--- src/decodePkg.sv ---
package decodePkg;

    // Machine widths fixed by RV32I
    localparam int xlen    = 32;
    localparam int regIdxW = 5;

    typedef logic [xlen-1:0]    wordT;   // Instruction, pc or immediate
    typedef logic [regIdxW-1:0] regIdxT; // Architectural register number
    typedef logic [6:0]         opcodeT;

    // Major opcodes, instruction bits 6:0
    localparam opcodeT opR      = 7'b0110011;
    localparam opcodeT opImm    = 7'b0010011;
    localparam opcodeT opLoad   = 7'b0000011;
    localparam opcodeT opStore  = 7'b0100011;
    localparam opcodeT opBranch = 7'b1100011;
    localparam opcodeT opJal    = 7'b1101111;
    localparam opcodeT opJalr   = 7'b1100111;
    localparam opcodeT opLui    = 7'b0110111;
    localparam opcodeT opAuipc  = 7'b0010111;
    localparam opcodeT opFence  = 7'b0001111;
    localparam opcodeT opSystem = 7'b1110011;

    // ALU funct3 codes shared by R-type and I-type
    localparam logic [2:0] f3AddSub = 3'b000;
    localparam logic [2:0] f3Sll    = 3'b001;
    localparam logic [2:0] f3Slt    = 3'b010;
    localparam logic [2:0] f3Sltu   = 3'b011;
    localparam logic [2:0] f3Xor    = 3'b100;
    localparam logic [2:0] f3Sr     = 3'b101;
    localparam logic [2:0] f3Or     = 3'b110;
    localparam logic [2:0] f3And    = 3'b111;

    localparam logic [6:0] f7Base = 7'b0000000;
    localparam logic [6:0] f7Alt  = 7'b0100000; // SUB and SRA

    // Execute stage relies on these codes
    typedef enum logic [3:0] {
        aluAdd  = 4'd0,
        aluSub  = 4'd1,
        aluAnd  = 4'd2,
        aluOr   = 4'd3,
        aluXor  = 4'd4,
        aluSll  = 4'd5,
        aluSrl  = 4'd6,
        aluSra  = 4'd7,
        aluSlt  = 4'd8,
        aluSltu = 4'd9,
        aluBeq  = 4'd10,
        aluBne  = 4'd11,
        aluBlt  = 4'd12,
        aluBge  = 4'd13,
        aluBltu = 4'd14,
        aluBgeu = 4'd15
    } aluOpT;

    typedef enum logic [1:0] {
        memNone     = 2'd0,
        memReadSext = 2'd1,
        memReadZext = 2'd2,
        memWrite    = 2'd3
    } memOpT;

    // Encoding matches funct3 bits 1:0 of loads and stores
    typedef enum logic [1:0] {
        sizeByte = 2'd0,
        sizeHalf = 2'd1,
        sizeWord = 2'd2
    } memSizeT;

    // ALU operand B source
    typedef enum logic [1:0] {
        selBReg  = 2'd0,
        selBImm  = 2'd1,
        selBFour = 2'd2 // Link address pc + 4
    } selBT;

    typedef enum logic [2:0] {
        immNone   = 3'd0,
        immI      = 3'd1,
        immIShift = 3'd2,
        immS      = 3'd3,
        immB      = 3'd4,
        immU      = 3'd5,
        immJ      = 3'd6
    } immFmtT;

    typedef struct packed {
        aluOpT   aluOp;
        logic    selA;     // 0 rs1, 1 pc
        selBT    selB;
        logic    aluToReg; // ALU result written back to rd
        memOpT   memOp;
        memSizeT memSize;
        logic    branch;
        logic    jal;
        logic    jalr;
    } ctrlT;

    // All zero is a bubble
    typedef struct packed {
        regIdxT rs1;
        regIdxT rs2;
        regIdxT rd;
        wordT   imm;
        wordT   pc;
        ctrlT   ctrl;
    } decodedT;

endpackage

--- src/immGen.sv ---
`timescale 1ns/10ps

module immGen (
    input  decodePkg::wordT   instr,
    input  decodePkg::immFmtT immFmt,
    output decodePkg::wordT   imm
);
    import decodePkg::*;

    logic sign;

    assign sign = instr[31]; // Every signed format takes its sign from bit 31

    always_comb begin
        case (immFmt)
            immI: begin
                imm = {{20{sign}}, instr[31:20]};
            end
            immIShift: begin
                // Shift amount only, zero extended
                imm = {26'b0, instr[25:20]};
            end
            immS: begin
                imm = {{20{sign}}, instr[31:25], instr[11:7]};
            end
            immB: begin
                // Halfword aligned branch offset
                imm = {{19{sign}}, instr[31], instr[7], instr[30:25], instr[11:8], 1'b0};
            end
            immU: begin
                imm = {instr[31:12], 12'b0};
            end
            immJ: begin
                imm = {{11{sign}}, instr[31], instr[19:12], instr[20], instr[30:21], 1'b0};
            end
            immNone: begin
                imm = '0;
            end
            default: begin
                imm = '0; // Unused format codes
            end
        endcase
    end

endmodule

--- src/ctrlDecoder.sv ---
`timescale 1ns/10ps

module ctrlDecoder (
    input  decodePkg::wordT   instr,
    output decodePkg::ctrlT   ctrl,
    output decodePkg::regIdxT rs1,
    output decodePkg::regIdxT rs2,
    output decodePkg::regIdxT rd,
    output decodePkg::immFmtT immFmt
);
    import decodePkg::*;

    opcodeT     opcode;
    logic [2:0] funct3;
    logic [6:0] funct7;
    logic       alt;       // Instruction bit 30, selects SUB and SRA
    logic       rFunct7Ok;

    aluOpT      aluFn;     // R and I ALU operation from funct3
    aluOpT      brFn;
    logic       brOk;

    ctrlT       ctrlRaw;
    immFmtT     fmtRaw;
    logic       useRs1;
    logic       useRs2;
    logic       useRd;
    logic       legal;

    assign opcode = instr[6:0];
    assign funct3 = instr[14:12];
    assign funct7 = instr[31:25];
    assign alt    = instr[30];

    // Only ADD/SUB and shift right have an alternate R-type form
    assign rFunct7Ok = (funct7 == f7Base) ||
                       ((funct7 == f7Alt) && ((funct3 == f3AddSub) || (funct3 == f3Sr)));

    always_comb begin
        case (funct3)
            f3AddSub: aluFn = (alt && (opcode == opR)) ? aluSub : aluAdd; // ADDI has no SUB
            f3Sll:    aluFn = aluSll;
            f3Slt:    aluFn = aluSlt;
            f3Sltu:   aluFn = aluSltu;
            f3Xor:    aluFn = aluXor;
            f3Sr:     aluFn = alt ? aluSra : aluSrl;
            f3Or:     aluFn = aluOr;
            f3And:    aluFn = aluAnd;
            default:  aluFn = aluAdd;
        endcase
    end

    // Branch comparisons
    always_comb begin
        brOk = 1'b1;
        case (funct3)
            3'b000:  brFn = aluBeq;
            3'b001:  brFn = aluBne;
            3'b100:  brFn = aluBlt;
            3'b101:  brFn = aluBge;
            3'b110:  brFn = aluBltu;
            3'b111:  brFn = aluBgeu;
            default: begin
                brFn = aluBeq;
                brOk = 1'b0;
            end
        endcase
    end

    always_comb begin
        ctrlRaw = '0;
        fmtRaw  = immNone;
        useRs1  = 1'b0;
        useRs2  = 1'b0;
        useRd   = 1'b0;
        legal   = 1'b1;

        case (opcode)
            opR: begin
                ctrlRaw.aluOp    = aluFn;
                ctrlRaw.selB     = selBReg;
                ctrlRaw.aluToReg = 1'b1;
                useRs1           = 1'b1;
                useRs2           = 1'b1;
                useRd            = 1'b1;
                legal            = rFunct7Ok;
            end
            opImm: begin
                ctrlRaw.aluOp    = aluFn;
                ctrlRaw.selB     = selBImm;
                ctrlRaw.aluToReg = 1'b1;
                fmtRaw           = ((funct3 == f3Sll) || (funct3 == f3Sr)) ? immIShift : immI;
                useRs1           = 1'b1;
                useRd            = 1'b1;
            end
            opLoad: begin
                // Address is rs1 + imm, data returns through the memory path
                ctrlRaw.aluOp   = aluAdd;
                ctrlRaw.selB    = selBImm;
                ctrlRaw.memOp   = funct3[2] ? memReadZext : memReadSext;
                ctrlRaw.memSize = memSizeT'(funct3[1:0]);
                fmtRaw          = immI;
                useRs1          = 1'b1;
                useRd           = 1'b1;
                legal           = funct3 inside {3'b000, 3'b001, 3'b010, 3'b100, 3'b101};
            end
            opStore: begin
                ctrlRaw.aluOp   = aluAdd;
                ctrlRaw.selB    = selBImm;
                ctrlRaw.memOp   = memWrite;
                ctrlRaw.memSize = memSizeT'(funct3[1:0]);
                fmtRaw          = immS;
                useRs1          = 1'b1;
                useRs2          = 1'b1; // Store data
                legal           = funct3 inside {3'b000, 3'b001, 3'b010};
            end
            opBranch: begin
                ctrlRaw.aluOp  = brFn;
                ctrlRaw.selB   = selBReg;
                ctrlRaw.branch = 1'b1;
                fmtRaw         = immB;
                useRs1         = 1'b1;
                useRs2         = 1'b1;
                legal          = brOk;
            end
            opJal: begin
                // ALU produces the link value pc + 4
                ctrlRaw.aluOp    = aluAdd;
                ctrlRaw.selA     = 1'b1;
                ctrlRaw.selB     = selBFour;
                ctrlRaw.aluToReg = 1'b1;
                ctrlRaw.jal      = 1'b1;
                fmtRaw           = immJ;
                useRd            = 1'b1;
            end
            opJalr: begin
                ctrlRaw.aluOp    = aluAdd;
                ctrlRaw.selA     = 1'b1;
                ctrlRaw.selB     = selBFour;
                ctrlRaw.aluToReg = 1'b1;
                ctrlRaw.jalr     = 1'b1;
                fmtRaw           = immI;
                useRs1           = 1'b1; // Jump base
                useRd            = 1'b1;
                legal            = (funct3 == 3'b000);
            end
            opLui: begin
                // Computed as x0 + imm
                ctrlRaw.aluOp    = aluAdd;
                ctrlRaw.selB     = selBImm;
                ctrlRaw.aluToReg = 1'b1;
                fmtRaw           = immU;
                useRd            = 1'b1;
            end
            opAuipc: begin
                ctrlRaw.aluOp    = aluAdd;
                ctrlRaw.selA     = 1'b1;
                ctrlRaw.selB     = selBImm;
                ctrlRaw.aluToReg = 1'b1;
                fmtRaw           = immU;
                useRd            = 1'b1;
            end
            opFence, opSystem: begin
                legal = 1'b0; // No side effects in this pipeline
            end
            default: begin
                legal = 1'b0;
            end
        endcase
    end

    // Any illegal pattern leaves every field at zero
    assign ctrl   = legal ? ctrlRaw : '0;
    assign immFmt = legal ? fmtRaw : immNone;
    assign rs1    = (legal && useRs1) ? instr[19:15] : '0;
    assign rs2    = (legal && useRs2) ? instr[24:20] : '0;
    assign rd     = (legal && useRd) ? instr[11:7] : '0;

endmodule

--- src/decodeStageReg.sv ---
`timescale 1ns/10ps

module decodeStageReg (
    input  logic               clk,
    input  logic               rstN,
    input  logic               stall,
    input  logic               flush,
    input  decodePkg::decodedT next,
    output decodePkg::decodedT decoded
);

    // Set by flush, the instruction arriving after it is wrong-path
    logic discardNext;

    always_ff @(posedge clk or negedge rstN) begin
        if (!rstN) begin
            decoded     <= '0;
            discardNext <= 1'b0;
        end else if (flush) begin
            // Bubble now and drop the next unstalled instruction
            decoded     <= '0;
            discardNext <= 1'b1;
        end else if (!stall) begin
            if (discardNext) begin
                discardNext <= 1'b0; // Output keeps the bubble
            end else begin
                decoded <= next;
            end
        end
        // Stall holds both the output and the pending discard
    end

endmodule

--- src/decodeStage.sv ---
`timescale 1ns/10ps

module decodeStage (
    input  logic               clk,
    input  logic               rstN,
    input  logic               stall,
    input  logic               flush,
    input  decodePkg::wordT    instr,
    input  decodePkg::wordT    pcIn,
    output decodePkg::decodedT decoded
);
    import decodePkg::*;

    ctrlT    ctrl;
    regIdxT  rs1;
    regIdxT  rs2;
    regIdxT  rd;
    immFmtT  immFmt;
    wordT    imm;
    wordT    pcNext;
    decodedT next;  // Decoded bundle before the stage register

    ctrlDecoder u_ctrlDecoder (
        .instr  (instr),
        .ctrl   (ctrl),
        .rs1    (rs1),
        .rs2    (rs2),
        .rd     (rd),
        .immFmt (immFmt)
    );

    immGen u_immGen (
        .instr  (instr),
        .immFmt (immFmt),
        .imm    (imm)
    );

    // Every legal encoding sets at least one control bit
    assign pcNext = (ctrl == '0) ? '0 : pcIn;

    assign next = '{rs1: rs1, rs2: rs2, rd: rd, imm: imm, pc: pcNext, ctrl: ctrl};

    decodeStageReg u_stageReg (
        .clk     (clk),
        .rstN    (rstN),
        .stall   (stall),
        .flush   (flush),
        .next    (next),
        .decoded (decoded)
    );

endmodule

--- config.mk ---
export PLATFORM = sky130hd
export DESIGN_NAME = decodeStage
export DESIGN_NICKNAME = d
export VERILOG_FILES = /design/src/decodePkg.sv /design/src/immGen.sv /design/src/ctrlDecoder.sv /design/src/decodeStageReg.sv /design/src/decodeStage.sv
export SDC_FILE = /design/constraint.sdc
export NUM_CORES = 1
export LEC_CHECK = 0
export BUFFER_PORTS_ARGS = -buffer_cell sky130_fd_sc_hd__buf_2
export CORE_MARGIN = 2
export CORE_UTILIZATION = 38
export DETAILED_ROUTE_END_ITERATION = 8
export RECOVER_POWER = 25
export SYNTH_ARGS = -nofsm -noshare
export SYNTH_HDL_FRONTEND = slang
export SYNTH_SLANG_ARGS = --single-unit
--- constraint.sdc ---
create_clock -name clk -period 3.45 [get_ports clk]
set_input_delay 0.345 -clock clk [delete_from_list [all_inputs] [get_ports clk]]
set_output_delay 0.345 -clock clk [all_outputs]
set_load 0.1 [all_outputs]
### Word level (Yosys, flattened, before mapping)

Cells that the tools add are included.

* latch bits: 0
* memory bits (writable): 0
* ROM bits: 0
* output and inout port bits: 94
* memories kept: 0
* input bits: 68
* word-level logic and storage cells: 98
* flip-flop bits (word level): 95

* bitwise operators: 0
* equality and inequality tests: 25
* magnitude comparators: 0
* $add $sub $neg: 0
* multiplexer cells: 32
* reduce and logical (&&, ||, !) cells: 26
* div/mod/pow operators: 0
* shift-type cells: 0
* multiply operators: 0

Operator list (number)
* 2-to-1 mux 94 bit: 3
* case mux 32 bit (6 select lines): 1
* 2-to-1 mux 32 bit: 1
* case mux 4 bit (8 select lines): 1
* equality test 7 x 6 -> 1 bit (second input constant): 4
* equality test 3 bit (second input constant): 7
* equality test 7 bit (second input constant): 3
* case mux 3 bit (6 select lines): 1
* OR reduction 6 bit: 3
* case mux 4 bit (2 select lines): 2
* logical NOT 15 bit: 1
* 2-to-1 mux 15 bit: 1
* 2-to-1 mux 5 bit: 3
* case mux 3 bit (5 select lines): 1
* equality test 7 x 5 -> 1 bit (second input constant): 2
* 2-to-1 mux 1 bit: 13
* equality test 3 x 2 -> 1 bit (second input constant): 4
* OR reduction 2 bit: 4
* equality test 7 x 2 -> 1 bit (second input constant): 1
* logical NOT 7 bit: 1
* OR reduction 7 bit: 1
* equality test 3 x 1 -> 1 bit (second input constant): 2
* case mux 1 bit (6 select lines): 1
* OR reduction 3 bit: 2
* 13 further kinds: 20

### Longest topological paths before layout

Gate-level depths: netlist of the first run.

* word-level depth: 11
* depth in mapped cells: 8
* mapped depth without buffers: 6

### By module

From an unflattened synthesis of the first run, not the netlist that was laid out.

* cells, all modules: 735
* area, all modules: 6739.0 µm²

Modules (own cells, without submodules)
* decodeStageReg: sequential area each 2377.3 µm², cells an instance 431, area an instance 4426.7 µm², times used 1
* ctrlDecoder: sequential area each 0.0 µm², cells an instance 128, area an instance 822.0 µm², times used 1
* immGen: sequential area each 0.0 µm², cells an instance 96, area an instance 764.5 µm², times used 1
* decodeStage: sequential area each 0.0 µm², cells an instance 80, area an instance 725.7 µm², times used 1

### Least setup slack after synthesis of the first run

No wires, ideal clock.

* path type: input-to-reg
* start point: input port instr[25]
* end point: register u_stageReg.decoded[59] (netlist name)
* library setup time: 76 ps
* path buffers: 0
* data required time: 3374 ps
* slack: 1364 ps
* stages on the path: 6
* data arrival time: 2010 ps
* cell sequence: or4_4 > o311ai_4 > nand4b_4 > a2111oi_4 > a211oi_1 > o21ai_2

* longest elaborated chain between the ends: 10
* elaborated cells on any way between the ends: 16
* classes of those cells: eq/ne: 7; mux: 6; reduce/logical: 3

Ends and longest elaborated chain
* from (decl): RTL line decodeStage.sv:8 `input decodePkg::wordT instr,`
* equality test 7 x 6 -> 1 bit: RTL line ctrlDecoder.sv:37 `((funct7 == f7Alt) && ((funct3 == f3AddSub) || (funct3 == f3Sr)));`
* logical AND 1 bit: RTL line ctrlDecoder.sv:37
* logical OR 1 bit (*): RTL line ctrlDecoder.sv:36 `assign rFunct7Ok = (funct7 == f7Base) ||`
* case mux 1 bit (6 select lines) (*): RTL line ctrlDecoder.sv:78 `case (opcode)`
* 2-to-1 mux 3 bit (*): RTL line ctrlDecoder.sv:174 `assign immFmt = legal ? fmtRaw : immNone;`
* equality test 3 bit (tied with other cells): RTL line immGen.sv:15 `case (immFmt)`
* case mux 32 bit (6 select lines) (*): RTL line immGen.sv:15
* 2-to-1 mux 94 bit (*): RTL line decodeStageReg.sv:24 `if (discardNext) begin`
* 2-to-1 mux 94 bit (*): RTL line decodeStageReg.sv:23 `end else if (!stall) begin`
* 2-to-1 mux 94 bit (*): RTL line decodeStageReg.sv:19 `end else if (flush) begin`

Every way passes the cells marked *; elsewhere a longest branch is shown, timed or not. The select of a mux whose other input is x is not followed.
A chain may end at the register's enable or synchronous reset.

### Worst setup path after layout of the first run

* start point: input port instr[13]
* end point: register u_stageReg.decoded[67] (netlist name)

* longest elaborated chain between the ends: 11
* elaborated cells on any way between the ends: 29
* classes of those cells: eq/ne: 12; mux: 9; reduce/logical: 8

Ends and longest elaborated chain (RTL line)
* parallel branches: the longest is 5 deep, another holds OR reduction 6 bit
* 2-to-1 mux 3 bit (*): ctrlDecoder.sv:174
* equality test 3 bit (tied with other cells): immGen.sv:15
* case mux 32 bit (6 select lines) (*): immGen.sv:15
* 2-to-1 mux 94 bit (*): decodeStageReg.sv:24
* 2-to-1 mux 94 bit (*): decodeStageReg.sv:23
* 2-to-1 mux 94 bit (*): decodeStageReg.sv:19

Mark *: on every way between the ends. The select of a mux whose other input is x is not followed.

==> summary.txt, run 1 <==
Clock network
  • Hold_buf cts: 0
  • CTS root buf: clkbuf_16
  • Post-CTS setup buffer count: 0
  • Post-CTS Resized: 0
  • H-Tree Level Count: 3
  • CTS buffer count: 9
  • Clock tree buffer depth: 2
  • CTS sink count: 95
  • Worst-Skew Late Latency: 340 ps
  • Clock Pin Slew Worst Setup and Hold Paths: 70 ps
  • CTS tree: done

Synthesis
  • Synth Flop Type: dfrtp_1
  • Top cells by area, synth: dfrtp_1 55%, a22o_1 12%, o21ai_0 3.8%
  • Avg Synthesized Cell Area: 11.7 um2
  • EDFF count, synth: 0
  • Post-synthesis sequential area ratio: 55.2%
  • Count leader, synth: dfrtp_1
  • Post-synth top area share: 55.2%
  • Synthesized instance count: 367
  • Yosys top cell by area: dfrtp_1
  • Syn Nets: 435
  • Synthesized area: 0.00431 mm2
  • Flops & latches, synth: 95
  • Distinct cells, synth: 62
  • Synth warn: 0
  • Most frequent cells after synthesis: 95 x dfrtp_1, 58 x a22o_1, 39 x nand2_1
  • Ys async rst share: 100%

STA
  • Least-Margin Pin Slew: 1730 ps
  • TNS Setup: 0 ps
  • F_max: 429 MHz
  • Clock skew: 5.12 ps
  • Fin. Hold Viols: 0
  • Max_slew headroom: -15.0%
  • Period utilization: 67.5%
  • Setup-failing EPs final: 0
  • Min cycle time layout: 2330 ps
  • Max Slew Vio Count: 72
  • RSZ-0062 raised after global routing: no

Critical path
  • CP Launch Type: primary input
  • Worst Setup End Kind: flop
  • Crit-path max cell delay: 610 ps
  • Slowest CP cell: a41oi_1
  • CP Class: in2reg
  • Crit path cell chain: buf_2 > or2b_2 > a41oi_1 > nand2_1 > a21oi_2 > o21ai_0
  • R2R Setup Slk: 1660 ps
  • CP Max Fanout: 16
  • WP data required: 3640 ps
  • CP arrival: 2520 ps

Detailed routing
  • Drt first pass iters: 4
  • WL final: 12000 um
  • Routed length on met3: 728 um
  • DRT iter0 DRCs: 259
  • Via Count: 3668
  • Via-per-instance ratio: 5.50
  • Met1 WL: 5560 um
  • Top layer in use: met4
  • DR DRC count: 0
  • Wirelength per Cell: 18.0 um
  • Routed length on met2: 5600 um
  • Number of nets with antenna violations after routing: 0

GRT
  • Number of global-route vias before repair: 3556
  • Total gr overflow: 0
  • Pin count of the biggest net entering global routing: 72
  • Gr usage total: 19.5%
  • Initial antenna violation count: 0
  • First-pass GRT wire length: 19200 um

Place
  • Placed cell count: 651
  • Detailed Place HPWL: 8550 um
  • PortBufs: 161
  • GPL Wtd Cong: 0.811
  • Dpl cell area: 0.00520 mm2

Layout
  • Share of layout cells above drive strength 1: 40.2%
  • Area grow syn2layout: 28.6%
  • Nets: 590
  • Fillers: 1023
  • Multi-input logic area: 0.00174 mm2
  • Final Cell Area: 0.00554 mm2
  • Diodes inserted: 0
  • Register area: 0.00238 mm2
  • Layout Cells excl Fill: 667

Run status
  • Failing checks: capacitance limit, slew limit
  • Outcome: complete, but fails checks

Floorplanning
  • Starting density of the core: 39.4%
  • Core box area: 0.0109 mm2
  • Site row count: 38
  • Height of the die: 111 um
  • Die Span X: 111 um
  • DIE AREA: 0.0122 mm2
  • IO Pins: 162

Min path
  • HP Class: in2reg

Run
  • Max cap viols: 1

Power and ir drop
  • Power per cell area: 445 mW/mm2
  • Maximum vdd ir drop: 0.000229 V
  • Pleak: 2.86 nW
==> per-layer routing <==
| layer | vias up | global-route usage (%) |
|---|---|---|
| met5 | - | 0 |
| met4 | 0 | 5.50 |
| met3 | 12 | 4.77 |
| met2 | 140 | 30.5 |
| met1 | 1800 | 27.2 |
| li1 | 1716 | - |
==> worst max-delay path: cells and delay by family <==
family | cells | cell delay (ps)
compound gates | 3 | 1360
simple gates | 2 | 570
buf+inv | 1 | 240
==> kinds of logic (layout without fill, tap and decap cells) <==
logic type | count (synthesis) | in the layout | synth area share, %
muxes | 2 | 2 | 0.464
xor gates and xnor gates | 3 | 3 | 0.610
buffers and inverters | 30 | 190 | 4.82
AOI/OAI and AO/OA | 155 | 155 | 28.2
DFF | 95 | 95 | 55.2
and+or+nand+nor | 82 | 82 | 10.8
==> power breakdown <==
group	internal [mW]	switching (mW)
clock	0.734	0.428
combinational	0.0553	0.130
sequential	1.12	0.00219
==> area by class of cell <==
type                            instances  area share, %
Sequential cell                        95           42.9
Multi-Input combinational cell        242           31.4
Timing Repair Buffer                  171           16.1
Clock buffer                           12           4.45
Tap cell                              140           3.16
Clock inverter                          4           1.83
Inverter                                3          0.203
==> final timing paths <==
path,startpoint,endpoint,cells after the start
worst max register to register,u_stageReg.discardNext$_DFFE_PN0P_,u_stageReg.decoded[10]$_DFFE_PN0P_,5
max in group asynchronous,rstN,u_stageReg.decoded[22]$_DFFE_PN0P_,2
worst min register to register,u_stageReg.decoded[61]$_DFFE_PN0P_,u_stageReg.decoded[61]$_DFFE_PN0P_,2
worst max-delay path,instr[13],u_stageReg.decoded[67]$_DFFE_PN0P_,6
min in group asynchronous,rstN,u_stageReg.decoded[42]$_DFFE_PN0P_,1
worst min-delay path,pcIn[2],u_stageReg.decoded[17]$_DFFE_PN0P_,2
==> cell usage in the layout, fill, tap and decap left out, types with 6 or more instances in the layout <==
| master | synthesis | routed |
|---|---|---|
| buf_2 | 1 | 160 |
| a22oi_1 | 10 | 10 |
| a32oi_1 | 6 | 6 |
| a22o_1 | 58 | 58 |
| clkbuf_16 | 0 | 9 |
| buf_4 | 4 | 8 |
| o21ai_0 | 33 | 33 |
| nand2_1 | 39 | 39 |
| dfrtp_1 | 95 | 95 |
| a21oi_1 | 8 | 8 |
| a211oi_1 | 9 | 9 |
| nor2_1 | 10 | 9 |
| o21ai_2 | 9 | 9 |
==> flip-flops by register name (all words and copies together), names as in the netlist <==
name	flops
u_stageReg.discardNext	1
u_stageReg.decoded	94
==> stage by stage <==
step	hold slack (ps)	util, %	worst slack [ps]	total power, mW
6_report	216	50.7	1120	2.47
5_1_grt	217	50.7	931	2.55
4_1_cts	163	50.7	1120	2.49
3_5_place_dp	462	47.6	745	1.33
3_3_place_gp	461	47.6	883	1.32
2_1_floorplan	49.4	-	1360	1.23
(Power assumes the default switching activity.)
==> inputs of run 2 (changes only) <==
Clock period 3.45 ns to 2.2 ns, I/O delays scaled along.
==> summary.txt, run 2 (synthesis results as in run 1) <==
Place
  • Worst slack, placed: -19.1 ps (was 745 ps)
  • GPL Wtd Cong: 0.874 (was 0.811)
  • Dpl cell area: 0.00538 mm2 (was 0.00520 mm2)
  • PortBufs: 161 (unchanged)
  • Placed cell count: 672 (was 651)
  • Detailed Place HPWL: 8680 um (was 8550 um)

Clock network
  • Hold_buf cts: 1 (was 0)
  • H-Tree Level Count: 3 (unchanged)
  • Worst-Skew Late Latency: 340 ps (about the same)
  • Clock Pin Slew Worst Setup and Hold Paths: 60 ps (was 70 ps)
  • CTS tree: done (unchanged)
  • CTS sink count: 95 (unchanged)
  • Post-CTS setup buffer count: 0 (unchanged)
  • CTS buffer count: 9 (unchanged)
  • Clock tree buffer depth: 2 (unchanged)
  • Post-CTS Resized: 0 (unchanged)
  • CTS root buf: clkbuf_16 (unchanged)

Critical path
  • CP arrival: 2140 ps (was 2520 ps)
  • Slowest CP cell: or4_4 (was a41oi_1)
  • CP bufs+invs: 3 (was 1)
  • Crit-path max cell delay: 550 ps (was 610 ps)
  • Critical path's top delay family: simple AND/OR/NAND/NOR gates (was compound AO/OA/AOI/OAI gates)
  • Register-to-Register Path Depth: 5 (unchanged)
  • CP Launch Type: primary input (unchanged)
  • Reg2reg start: u_stageReg.discardNext$_DFFE_PN0P_ (unchanged)
  • Crit path launch: instr[25] (was instr[13])
  • Worst Setup End Kind: flop (unchanged)
  • WP data required: 2470 ps (was 3640 ps)
  • CP Max Fanout: 35 (was 16)
  • CP Class: in2reg (unchanged)
  • Crit path cell chain: buf_2 > or4_4 > o311ai_4 > nand4b_4 > a21boi_4 > buf_4 > buf_12 > a22o_1 (was buf_2 > or2b_2 > a41oi_1 > nand2_1 > a21oi_2 > o21ai_0)
  • CP Depth: 8 (was 6)

GRT
  • Gr usage total: 19.6% (was 19.5%)
  • Pin count of the biggest net entering global routing: 66 (was 72)
  • First-pass GRT wire length: 19500 um (was 19200 um)
  • Total gr overflow: 0 (unchanged)
  • Number of global-route vias before repair: 3697 (was 3556)
  • Initial antenna violation count: 0 (unchanged)

Detailed routing
  • Via-per-instance ratio: 5.40 (was 5.50)
  • Wirelength per Cell: 17.2 um (was 18.0 um)
  • WL final: 11800 um (was 12000 um)
  • DRT iter0 DRCs: 305 (was 259)
  • DR DRC count: 0 (unchanged)
  • Number of nets with antenna violations after routing: 0 (unchanged)
  • Drt first pass iters: 4 (unchanged)
  • Via Count: 3719 (was 3668)

Power and ir drop
  • Net Sw Frac: 24.3% (was 22.7%)
  • Seq pwr share: 50.7% (was 45.4%)
  • Pint: 2.62 mW (was 1.91 mW)
  • Maximum vdd ir drop: 0.000311 V (was 0.000229 V)
  • Pleak: 2.94 nW (was 2.86 nW)
  • Combinational Power Share: 8.8% (was 7.5%)
  • Power per cell area: 612 mW/mm2 (was 445 mW/mm2)
  • Clock power share: 40.5% (was 47.1%)
  • Psw: 0.841 mW (was 0.559 mW)

Layout
  • Commonest non-fill, non-tap cell in the layout: buf_2 (unchanged)
  • Diodes inserted: 0 (unchanged)
  • Reg with most FFs: u_stageReg.decoded (unchanged)
  • Largest registers: u_stageReg.decoded (94), u_stageReg.discardNext (1) (unchanged)
  • Nets: 612 (was 590)
  • Max FFs per register: 94 (unchanged)
  • Area grow syn2layout: 31.2% (was 28.6%)
  • Share of layout cells above drive strength 1: 42.6% (was 40.2%)
  • Most frequent cells in the layout: 160 x buf_2, 95 x dfrtp_1, 58 x a22o_1, 39 x nand2_1, 33 x o21ai_0 (unchanged)
  • Final Cell Area: 0.00566 mm2 (was 0.00554 mm2)
  • Layout Cells excl Fill: 689 (was 667)

Floorplanning
  • Site row count: 38 (unchanged)
  • Starting density of the core: 39.4% (unchanged)
  • DIE AREA: 0.0122 mm2 (unchanged)
  • Die Span X: 111 um (unchanged)
  • Height of the die: 111 um (unchanged)
  • Core box area: 0.0109 mm2 (unchanged)
  • IO Pins: 162 (unchanged)

Run
  • Max cap viols: 0 (was 1)

STA
  • Max Slew Vio Count: 0 (was 72)
  • RSZ-0062 raised after global routing: no (unchanged)
  • Least-Margin Pin Slew: 1290 ps (was 1730 ps)
  • F_max: 533 MHz
  • Clock skew: 7.08 ps (was 5.12 ps)
  • Fin. Hold Viols: 0 (unchanged)
  • Min cycle time layout: 1880 ps
  • Max_slew headroom: 14.2% (was -15.0%)
  • Min Hold Slack: 97.4 ps (was 216 ps)
  • Setup-failing EPs final: 0 (unchanged)
  • Period utilization: 85.3%
  • Final WS setup: 323 ps (was 1120 ps)

Min path
  • Hold wc startpoint: pcIn[2] (unchanged)
  • Hold depth: 2 (unchanged)
  • HP Class: in2reg (unchanged)

Run status
  • Outcome: complete, no violations (was complete, but fails checks)
==> run 2: layer usage <==
metal  part of all wire [%]  global-route usage (%)
met3                    7.4                    5.60
met2                     47                    30.3
met1                     45                    26.9
met5                      0                       0
met4                    1.1                    5.83
==> run 2: power groups by stage <==
stage / logic [mW] / registers, mW / clock network (mW)
floorplan: 0.120 / 1.81 / 0
global placement: 0.306 / 1.79 / 0
detailed placement: 0.307 / 1.79 / 0
CTS: 0.310 / 1.75 / 1.45
global route: 0.339 / 1.75 / 1.52
finish: 0.306 / 1.75 / 1.40
==> run 2: path summary, 6_finish.rpt <==
check	endpoint	slack, ps
worst max-delay path	u_stageReg.decoded[16]$_DFFE_PN0P_	320
worst min-delay path	u_stageReg.decoded[17]$_DFFE_PN0P_	100
worst max register to register	u_stageReg.decoded[16]$_DFFE_PN0P_	540
worst min register to register	u_stageReg.decoded[66]$_DFFE_PN0P_	470
max in group asynchronous	u_stageReg.decoded[54]$_DFFE_PN0P_	620
min in group asynchronous	u_stageReg.decoded[39]$_DFFE_PN0P_	680
==> run 2: layout make-up <==
type	count	area, um2
multi-input cells	242	1740
repair buffers	193	1090
well taps	140	175
clock buffers	11	233
fillers	1000	5280
flip-flops and latches	95	2380
clock inverters	5	32.5
inverters	3	11.3
==> run 2: stage by stage <==
step / util (%) / setup TNS (ps) / power (mW)
6_report: 51.7 / 0 / 3.46
5_1_grt: 51.7 / 0 / 3.61
4_1_cts: 51.7 / 0 / 3.51
3_5_place_dp: 49.2 / -373 / 2.09
3_3_place_gp: 49.2 / 0 / 2.09
2_1_floorplan: - / 0 / 1.93
